**src/hw/pfc_pkg.sv**
```systemverilog
// Shared widths, types and MAC control constants for the PFC receive path; import with pfc_pkg::*.
package pfc_pkg;

    // Receive datapath width, fixed by the frame byte layout.
    localparam int DATA_W = 64;

    // Priority classes carried by a PFC frame.
    localparam int NUM_PRIO = 8;

    // Bit times covered by one pause quantum.
    localparam int QUANTUM_BIT_TIMES = 512;

    // MAC control Ethertype and the PFC opcode (annex 31D).
    localparam logic [15:0] ETH_TYPE_MAC_CTRL = 16'h8808;
    localparam logic [15:0] OPCODE_PFC = 16'h0101;

    // One receive word.
    typedef logic [DATA_W-1:0] word_t;

    // Ethernet address.
    typedef logic [47:0] mac_addr_t;

    // Pause time in quanta, as carried in the frame.
    typedef logic [15:0] quanta_t;

    // One bit per priority class.
    typedef logic [NUM_PRIO-1:0] prio_mask_t;

    // Remaining pause time in bit times, wide enough for 0xFFFF quanta.
    typedef logic [24:0] bit_time_t;

    // Parser position within a frame.
    typedef enum logic [2:0] {
        PS_WORD0,
        PS_WORD1,
        PS_WORD2,
        PS_WORD3,
        PS_WORD4,
        PS_WAIT_LAST,
        PS_DROP
    } parse_state_t;

endpackage

```
**src/hw/pfc_frame_parser.sv**
```systemverilog
// Decodes PFC MAC control frames from the receive word stream into one event per accepted frame.
`timescale 1ns/1ns

module pfc_frame_parser import pfc_pkg::*; #(
    parameter mac_addr_t PFC_DST_ADDR = 48'h01_80_C2_00_00_01
) (
    input  logic       rx_clk,
    input  logic       rx_rst,

    // Receive word stream, one word per rx_valid strobe.
    input  word_t      rx_data,
    input  logic       rx_valid,
    input  logic       rx_last,
    input  logic       rx_error,

    // Decoded PFC event.
    output logic       pfc_valid,
    output prio_mask_t pfc_cev,
    output quanta_t    pfc_quanta [NUM_PRIO]
);

    // Field positions inside the words, byte 0 being the top byte of word 0.
    localparam int DST_MSB = DATA_W - 1;
    localparam int TYPE_LSB = 16;
    localparam int OPCODE_LSB = 0;
    localparam int CEV_LSB = 48;

    parse_state_t state;

    logic dst_match;
    logic hdr_match;

    assign dst_match = (rx_data[DST_MSB -: $bits(mac_addr_t)] == PFC_DST_ADDR);
    assign hdr_match = (rx_data[TYPE_LSB +: 16] == ETH_TYPE_MAC_CTRL) &&
                       (rx_data[OPCODE_LSB +: 16] == OPCODE_PFC);

    // Frame walk, one state per strobed word.
    always_ff @(posedge rx_clk or posedge rx_rst) begin
        if (rx_rst) begin
            state <= PS_WORD0;
            pfc_valid <= 1'b0;
        end else begin
            pfc_valid <= 1'b0;
            if (rx_valid) begin
                case (state)
                    PS_WORD0: begin
                        if (rx_last) begin
                            state <= PS_WORD0;
                        end else if (dst_match) begin
                            state <= PS_WORD1;
                        end else begin
                            state <= PS_DROP;
                        end
                    end
                    PS_WORD1: begin
                        if (rx_last) begin
                            state <= PS_WORD0;
                        end else if (hdr_match) begin
                            state <= PS_WORD2;
                        end else begin
                            state <= PS_DROP;
                        end
                    end
                    PS_WORD2: begin
                        state <= rx_last ? PS_WORD0 : PS_WORD3;
                    end
                    PS_WORD3: begin
                        state <= rx_last ? PS_WORD0 : PS_WORD4;
                    end
                    PS_WORD4, PS_WAIT_LAST: begin
                        // Quanta 7 is in, so the frame is complete from here on.
                        if (rx_last) begin
                            pfc_valid <= !rx_error;
                            state <= PS_WORD0;
                        end else begin
                            state <= PS_WAIT_LAST;
                        end
                    end
                    PS_DROP: begin
                        if (rx_last) begin
                            state <= PS_WORD0;
                        end
                    end
                    default: begin
                        state <= PS_WORD0;
                    end
                endcase
            end
        end
    end

    // Capture of class enables and quanta as the words go by.
    always_ff @(posedge rx_clk) begin
        if (rx_valid) begin
            case (state)
                PS_WORD2: begin
                    pfc_cev <= rx_data[CEV_LSB +: NUM_PRIO];
                    for (int j = 0; j < 3; j++) begin
                        pfc_quanta[j] <= rx_data[47 - 16*j -: 16];
                    end
                end
                PS_WORD3: begin
                    for (int j = 0; j < 4; j++) begin
                        pfc_quanta[3 + j] <= rx_data[DATA_W - 1 - 16*j -: 16];
                    end
                end
                PS_WORD4: begin
                    pfc_quanta[7] <= rx_data[DATA_W - 1 -: 16];
                end
                default: begin
                    // Nothing to capture.
                end
            endcase
        end
    end

endmodule

```
**src/hw/pfc_pause_timer.sv**
```systemverilog
// Pause timer for a single priority; loads from PFC quanta and counts down one word of bit times.
`timescale 1ns/1ns

module pfc_pause_timer import pfc_pkg::*; (
    input  logic    rx_clk,
    input  logic    rx_rst,

    // Event from the frame parser.
    input  logic    load,
    input  logic    class_en,
    input  logic    prio_en,
    input  quanta_t quanta,

    // Pause level and transition strobes.
    output logic    paused,
    output logic    xon,
    output logic    xoff
);

    localparam bit_time_t STEP = bit_time_t'(DATA_W);

    bit_time_t remaining;
    logic      do_load;

    // Only enabled priorities named in the frame take the new value.
    assign do_load = load && class_en && prio_en;

    always_ff @(posedge rx_clk or posedge rx_rst) begin
        if (rx_rst) begin
            remaining <= '0;
            xon <= 1'b0;
            xoff <= 1'b0;
        end else begin
            xon <= 1'b0;
            xoff <= 1'b0;
            if (do_load) begin
                // A new frame overrides whatever pause is still running.
                remaining <= bit_time_t'(quanta) * bit_time_t'(QUANTUM_BIT_TIMES);
                xoff <= (quanta != '0);
                xon <= (quanta == '0);
            end else if (remaining > STEP) begin
                remaining <= remaining - STEP;
            end else begin
                remaining <= '0;
            end
        end
    end

    // Paused until the count has drained.
    assign paused = (remaining != '0);

endmodule

```
**src/hw/pfc_status.sv**
```systemverilog
// Output stage of the PFC receive path, instantiated by the top level to register requests and counts.
`timescale 1ns/1ns

module pfc_status import pfc_pkg::*; #(
    parameter int COUNT_W = 16
) (
    input  logic               rx_clk,
    input  logic               rx_rst,

    // Accepted frame strobe from the parser.
    input  logic               frame_valid,

    // Per-priority state from the timers.
    input  prio_mask_t         paused,
    input  prio_mask_t         xon,
    input  prio_mask_t         xoff,

    // Requests and statistics.
    output prio_mask_t         rx_pfc_req,
    output logic               stat_rx_pfc_pkt,
    output prio_mask_t         stat_rx_pfc_xon,
    output prio_mask_t         stat_rx_pfc_xoff,
    output logic [COUNT_W-1:0] stat_rx_pfc_frames
);

    // The frame strobe runs one cycle ahead of the timer outputs.
    logic frame_valid_d;

    always_ff @(posedge rx_clk or posedge rx_rst) begin
        if (rx_rst) begin
            frame_valid_d <= 1'b0;
            rx_pfc_req <= '0;
            stat_rx_pfc_pkt <= 1'b0;
            stat_rx_pfc_xon <= '0;
            stat_rx_pfc_xoff <= '0;
        end else begin
            frame_valid_d <= frame_valid;
            rx_pfc_req <= paused;
            stat_rx_pfc_pkt <= frame_valid_d;
            stat_rx_pfc_xon <= xon;
            stat_rx_pfc_xoff <= xoff;
        end
    end

    // Accepted frame count, held at all ones once full.
    always_ff @(posedge rx_clk or posedge rx_rst) begin
        if (rx_rst) begin
            stat_rx_pfc_frames <= '0;
        end else if (frame_valid_d && (stat_rx_pfc_frames != '1)) begin
            stat_rx_pfc_frames <= stat_rx_pfc_frames + 1'b1;
        end
    end

endmodule

```
**src/hw/pfc_rx_ctrl.sv**
```systemverilog
// Receive PFC top level to instantiate in the MAC, wiring the parser, pause timers and status stage.
`timescale 1ns/1ns

module pfc_rx_ctrl import pfc_pkg::*; #(
    parameter mac_addr_t PFC_DST_ADDR = 48'h01_80_C2_00_00_01,
    parameter int        COUNT_W = 16
) (
    input  logic               rx_clk,
    input  logic               rx_rst,

    // Receive word stream.
    input  word_t              rx_data,
    input  logic               rx_valid,
    input  logic               rx_last,
    input  logic               rx_error,

    // Priorities that honour received pause.
    input  prio_mask_t         rx_pfc_en,

    // Pause requests and statistics.
    output prio_mask_t         rx_pfc_req,
    output logic               stat_rx_pfc_pkt,
    output prio_mask_t         stat_rx_pfc_xon,
    output prio_mask_t         stat_rx_pfc_xoff,
    output logic [COUNT_W-1:0] stat_rx_pfc_frames
);

    logic       pfc_valid;
    prio_mask_t pfc_cev;
    quanta_t    pfc_quanta [NUM_PRIO];

    prio_mask_t paused;
    prio_mask_t xon;
    prio_mask_t xoff;

    pfc_frame_parser #(
        .PFC_DST_ADDR(PFC_DST_ADDR)
    ) u_parser (
        .rx_clk(rx_clk),
        .rx_rst(rx_rst),
        .rx_data(rx_data),
        .rx_valid(rx_valid),
        .rx_last(rx_last),
        .rx_error(rx_error),
        .pfc_valid(pfc_valid),
        .pfc_cev(pfc_cev),
        .pfc_quanta(pfc_quanta)
    );

    // One timer per priority, all fed by the same event strobe.
    for (genvar i = 0; i < NUM_PRIO; i++) begin : g_timer
        pfc_pause_timer u_timer (
            .rx_clk(rx_clk),
            .rx_rst(rx_rst),
            .load(pfc_valid),
            .class_en(pfc_cev[i]),
            .prio_en(rx_pfc_en[i]),
            .quanta(pfc_quanta[i]),
            .paused(paused[i]),
            .xon(xon[i]),
            .xoff(xoff[i])
        );
    end

    pfc_status #(
        .COUNT_W(COUNT_W)
    ) u_status (
        .rx_clk(rx_clk),
        .rx_rst(rx_rst),
        .frame_valid(pfc_valid),
        .paused(paused),
        .xon(xon),
        .xoff(xoff),
        .rx_pfc_req(rx_pfc_req),
        .stat_rx_pfc_pkt(stat_rx_pfc_pkt),
        .stat_rx_pfc_xon(stat_rx_pfc_xon),
        .stat_rx_pfc_xoff(stat_rx_pfc_xoff),
        .stat_rx_pfc_frames(stat_rx_pfc_frames)
    );

endmodule

```
**config.mk**
```make
export PLATFORM = sky130hd
export DESIGN_NAME = pfc_rx_ctrl
export DESIGN_NICKNAME = d
export VERILOG_FILES = /design/src/hw/pfc_pkg.sv /design/src/hw/pfc_frame_parser.sv /design/src/hw/pfc_pause_timer.sv /design/src/hw/pfc_status.sv /design/src/hw/pfc_rx_ctrl.sv
export SDC_FILE = /design/constraint.sdc
export NUM_CORES = 1
export LEC_CHECK = 0
export BUFFER_PORTS_ARGS = -buffer_cell sky130_fd_sc_hd__buf_2
export CORE_ASPECT_RATIO = 0.5
export CORE_UTILIZATION = 42
export DETAILED_ROUTE_END_ITERATION = 8
export SLEW_MARGIN = 20
export SYNTH_ARGS = -nofsm -noshare
export SYNTH_HDL_FRONTEND = slang
export SYNTH_SLANG_ARGS = --single-unit
export TNS_END_PERCENT = 20
```
**constraint.sdc**
```tcl
create_clock -name rx_clk -period 5.76 [get_ports rx_clk]
set_input_delay 0 -clock rx_clk [delete_from_list [all_inputs] [get_ports rx_clk]]
set_output_delay 0 -clock rx_clk [all_outputs]
set_load 0.05 [all_outputs]
```
**Word-level counts from Yosys, hierarchy flattened**

Index checks and enable logic that the tools add are counted.

- Register bits after elaboration: 398
- Input port bits: 77
- Output and inout port bits: 41
- Word-level logic and storage cells: 162

- Add/sub/neg operators: 9
- $lt $le $gt $ge: 8
- Equality and inequality tests: 11
- Muxes and demuxes: 44
- Reductions and logical operators: 49

Operator list:

| kind | number |
|---|---|
| 25-bit two-way mux | 16 |
| 25-bit by 7-bit > comparator with 1-bit output, second input constant | 8 |
| 25-bit nonzero test | 8 |
| 25-bit by 7-bit subtractor with 25-bit output, second input constant | 8 |
| 16-bit logical NOT | 8 |
| 16-bit nonzero test | 8 |
| 48-bit by 41-bit == test with 1-bit output, second input constant | 1 |
| 3-bit two-way mux | 7 |
| 1-bit two-way mux | 19 |
| 1-bit logical AND | 18 |
| 3-bit case mux with 6 select lines | 1 |
| 16-bit by 1-bit adder with 16-bit output, second input constant | 1 |
| 16-bit == test, second input constant | 1 |
| 16-bit by 9-bit == test with 1-bit output, second input constant | 1 |
| 16-bit inequality test, second input constant | 1 |
| 3-bit == test, second input constant | 3 |
| 2-bit AND reduction | 4 |
| 3-bit by 2-bit == test with 1-bit output, second input constant | 2 |
| 3-bit by 1-bit == test with 1-bit output, second input constant | 1 |
| 3-bit logical NOT | 1 |
| 2-bit two-way mux | 1 |
| 2-bit inequality test, second input constant | 1 |
| 2-bit OR reduction | 1 |
| 1-bit logical NOT | 1 |

**Logic depth before layout (Yosys ltp)**

- Depth in word-level cells: 5
- Mapped depth: 8
- Depth with buffers taken out: 7

**By module**

A second synthesis with hierarchy kept.

- Cell total of the unflattened synthesis: 1293
- Area total of the unflattened synthesis: 15542.4 um^2

By module, submodules not included:

| module | times used | cells an instance | area each (um^2) | seq. area each (um^2) |
|---|---|---|---|---|
| pfc_pause_timer | 8 | 125 | 1181.1 | 525.5 |
| pfc_frame_parser | 1 | 193 | 4579.4 | 4184.0 |
| pfc_status | 1 | 100 | 1514.0 | 1051.0 |

**Least setup slack after synthesis**

Ideal clock, no wire load.

- Path type: reg-to-reg
- From: reg u_parser.state[1]
- To: reg u_parser.pfc_cev[0] (enable)
- Library setup time: 470 ps
- Arrival time: 2991 ps
- Data required time: 5290 ps
- Path slack: 2299 ps
- Cell stages (with the launch flop): 4
- Path buffers: 1
- Clock period less this slack: 3461 ps
- Cells stage by stage: dfrtp_1 -> clkbuf_1 -> nand2_1 -> nor2_1

- Word-level cells in the longest chain between the ends: 2

RTL lines:

| what | RTL line | text |
|---|---|---|
| start: declaration | pfc_frame_parser.sv:28 | `parse_state_t state;` |
| start signal: assignment | pfc_frame_parser.sv:65 | `state <= rx_last ? PS_WORD0 : PS_WORD3;` |
| start signal: assignment | pfc_frame_parser.sv:68 | `state <= rx_last ? PS_WORD0 : PS_WORD4;` |
| 3-bit by 2-bit == test with 1-bit output | pfc_frame_parser.sv:95 | `case (state)` |
| 2-bit AND reduction (no source line) | - |  |
| end signal: assignment | pfc_frame_parser.sv:97 | `pfc_cev <= rx_data[CEV_LSB +: NUM_PRIO];` |
| end: declaration | pfc_frame_parser.sv:18 | `output prio_mask_t pfc_cev,` |

Every way passes these cells.
A chain may end at the register's enable or synchronous reset.

**Final worst setup path**

- From: reg g_timer[1].u_timer.remaining[10]
- To: reg g_timer[1].u_timer.remaining[16]

- Word-level cells in the longest chain between the ends: 3
- Elaborated cells between the ends (all ways): 4
- Classes of those cells: 1 x add/sub; 1 x order compare; 2 x mux

RTL lines:

| what | RTL line | text |
|---|---|---|
| start: declaration | pfc_pause_timer.sv:22 | `bit_time_t remaining;` |
| start signal: assignment | pfc_pause_timer.sv:38 | `remaining <= bit_time_t'(quanta) * bit_time_t'(QUANTUM_BIT_TIMES);` |
| start signal: assignment | pfc_pause_timer.sv:42 | `remaining <= remaining - STEP;` |
| 25-bit by 7-bit subtractor with 25-bit output / 25-bit by 7-bit > comparator with 1-bit output (equally long branches) | pfc_pause_timer.sv:42, pfc_pause_timer.sv:41 |  |
| 25-bit two-way mux (*) | pfc_pause_timer.sv:41 | `end else if (remaining > STEP) begin` |
| 25-bit two-way mux (*) | pfc_pause_timer.sv:36 | `if (do_load) begin` |

Every way passes the cells marked *; elsewhere a longest branch is shown, timed or not.

==> summary.md <==
| Metric | Value |
|---|---|
| Status | completed |
| WP data required | 6130 ps |
| RR Endpoint | g_timer[1].u_timer.remaining[16] |
| Synth cell types | 57 |
| Crit path launch type | flop |
| Least-Margin Pin Slew | 1010 ps |
| Pin count of the biggest net entering global routing | 67 |
| Vias in the first global route | 10,731 |
| Syn_area_per_cell | 11.7 um2 |
| Main synth FF type | dfrtp_1 |
| Fin Hold WS | ~230 ps |
| Worst Hold Class | in2reg |
| Worst path slowest cell | nor2b_1 |
| CP bufs+invs | 0 |
| Root Driver | clkbuf_16 |
| Drt drc | 0 |
| Pwr/cell area | 427 mW/mm2 |
| CP cell instances | nor4_1 -> nor2b_1 -> nand4b_4 -> o21ai_1 -> o21ai_0 |
| First-pass GRT wire length | between 50,000 and 60,000 um |
| Core Area | 0.0349 mm2 |
| Final net count | 1,590 |
| Clock skew | about 21 ps |
| I/O Buffers | 117 |
| Hold Vio Cnt, Final | 0 |
| # setup viols final | 0 |
| Post-synthesis cell area | about 0.015 mm2 |
| Hold path start | rx_data[60] |
| Post-route antenna net violation count | 0 |
| Die footprint | between 0.03 and 0.04 mm2 |
| Crit-path max FO | 11 |
| Setup crit start | g_timer[1].u_timer.remaining[10] |
| Clk_lat worst skew | 530 ps |
| Routed via count | 10,453 |
| Ys async rst share | 61.1% |
| Top post-synthesis cells by area | dfrtp_1 36%, edfxtp_1 27%, xnor2_1 4.3% |
| GRT Total Usage | 18.9% |
| Rows | 48 |
| Synthesized instance count | between 1,000 and 1,500 |
| Clock sinks | 350 |
| Final WL | 33,800 um |
| Cts repair resizes | 0 |
| Max_cap viols | 0 |
| Antenna cell count | 0 |
| Hold Path Depth | 2 |
| Seq/Total Area, Yosys | 62.7% |
| Max Slew Vio Count | 0 |
| Yosys top cell by area | dfrtp_1 |
| Initial antenna violation count | 0 |
| Synth top area share | 35.6% |
| Core Util, Final | 51.9% |
| Placed Area | 0.0161 mm2 |
| Starting Density | between 40 and 50% |
| Count leader, synth | dfrtp_1 |
| Ratio of cells with drive above 1 in the final layout | a little over an eighth |
| Synth Register Bits | 350 |
| Die Y | 136 um |
| Min Tclk post-route | 2820 ps |
| TritonCTS buffer count | 34 |
| Worst-path clk slew | 70 ps |
| CTS HTree Levels | 2 |
| Max-slew headroom | a little under a third |
| RSZ-0062 raised after global routing | false |
| Fmax | 354 MHz |
| Ports | approximately 120 |
| Post-Route Setup TNS | 0 ps |
| GPL Wtd Cong | 0.851 |
| Hold Path Sink | u_parser.pfc_quanta[76] |
| 1st-iter DRT viols | 638 |
| Reg2Reg Depth | 5 |
| Worst reg2reg startpoint | g_timer[1].u_timer.remaining[10] |
| R2R Setup Slk | 2940 ps |
| Detailed Place HPWL | 23,300 um |
| Drt wl/cell | 17.0 um |
| Post-CTS Setup Bufs | 0 |
| Syn. warnings | 0 |
| CP top delay family | simple AND/OR/NAND/NOR gates |
| Cell area after layout | 0.0181 mm2 |
| Crit Path Category | reg2reg |
| Crit end category | flop |
| Via density | 5.26 |
| CTS max path bufs | 3 |
| Peak VDD IR | 0.000217 V |
| Post-synth EDFFs | 136 |
| Worst path max stage delay | 690 ps |
| LEAKAGE | 0.00667 uW |
| Total grt overflow | 0 |
| Net count after synthesis | 1,387 |
| Clock tree from TritonCTS | done |
| Die W | 270 um |
| Commonest cells in the netlist | 214 x dfrtp_1, 165 x nand2_1, 136 x edfxtp_1 |
| Area growth syn-to-layout | 20.3% |
| Period utilization | 49.0% |
| DRT Pass-1 Iters | 4 |
| Arrival @ worst endpoint | 3200 ps |
-- placed cells by master, fill, tap and decap left out, drive strengths merged, types with 17 or more instances in the layout --
cell / Yosys / layout
dfrtp: 214 / 214
nand2: 165 / 165
edfxtp: 136 / 136
buf: 11 / 123
o21ai: 119 / 119
nor2: 106 / 106
dlygate4sd3: 0 / 78
nor4: 78 / 78
xnor2: 74 / 74
xor2: 64 / 64
clkbuf: 23 / 47
nor3: 34 / 34
nand3: 33 / 33
nand4: 25 / 25
ha: 25 / 25
inv: 22 / 22
o31ai: 17 / 17
or4: 17 / 17
-- through the flow --
step | power (uW) | cells | worst slack [ps]
3_3_place_gp | 5260 | 1849 | 2880
3_5_place_dp | 5370 | 1849 | 2630
6_report | 7720 | 1989 | 2940
2_1_floorplan | 4920 | 1285 | 2300
4_1_cts | 7790 | 1989 | 2620
5_1_grt | 8210 | 1989 | 2690
-- cells by family (layout without fill, tap and decap cells) --
group                    after synthesis  count (layout)  share of synthesized area, %
adder cells (fa/ha/maj)               25              25                          2.08
AO/OA/AOI/OAI                        162             162                          6.16
flip-flops                           350             350                          62.7
buffers and inverters                 56             285                          1.56
XOR/XNOR                             138             138                          8.03
AND/OR/NAND/NOR                      553             553                          19.3
multiplexers                           1               1                        0.0748
-- flip-flops by register name (all words and copies together) (netlist names) --
| signal | flops |
|---|---|
| u_status.rx_pfc_req | 8 |
| u_parser.pfc_valid | 1 |
| u_status.stat_rx_pfc_frames | 16 |
| u_status.stat_rx_pfc_xoff | 8 |
| u_parser.state | 3 |
| u_parser.pfc_quanta | 128 |
| g_timer.u_timer.remaining | 152 |
| u_status.stat_rx_pfc_pkt | 1 |
| u_status.stat_rx_pfc_xon | 8 |
| g_timer.u_timer.xoff | 8 |
| g_timer.u_timer.xon | 8 |
| u_status.frame_valid_d | 1 |
| u_parser.pfc_cev | 8 |
-- what timing repair did --
| action | in CTS | in global routing |
|---|---|---|
| hold endpoints to repair | 194 | 0 |
| hold buffers | 78 | 0 |
| setup endpoints to repair | 0 | 0 |
-- area by class of cell --
class / count / area (um2)
clock inverters: 15 / 166
multi-input cells: 879 / 5390
repair buffers: 201 / 1410
inverters: 22 / 86.3
clock buffers: 47 / 1010
flip-flops and latches: 350 / 9440
fillers: 3037 / 16800
well taps: 475 / 594
-- metal layers --
layer  wire (um)  track usage [%]
met2       16300             31.9
met5           0                0
met4        1050             7.01
met1       15200             24.6
met3        1270             3.55
-- worst max path at each step --
stage | end | cells after the start
after floorplan | u_parser.pfc_cev[0] | 3
after global placement | g_timer[1].u_timer.remaining[20] | 5
after detailed placement | g_timer[1].u_timer.remaining[15] | 5
after CTS | g_timer[1].u_timer.remaining[17] | 5
after global routing | g_timer[1].u_timer.remaining[16] | 5
final | g_timer[1].u_timer.remaining[16] | 5
-- report_power, final --
| part | switching, uW | internal (uW) |
|---|---|---|
| clock network | 963 | 1380 |
| logic | 822 | 690 |
| registers | 613 | 3260 |
| total | 2400 | 5330 |
(Power assumes the default switching activity.)
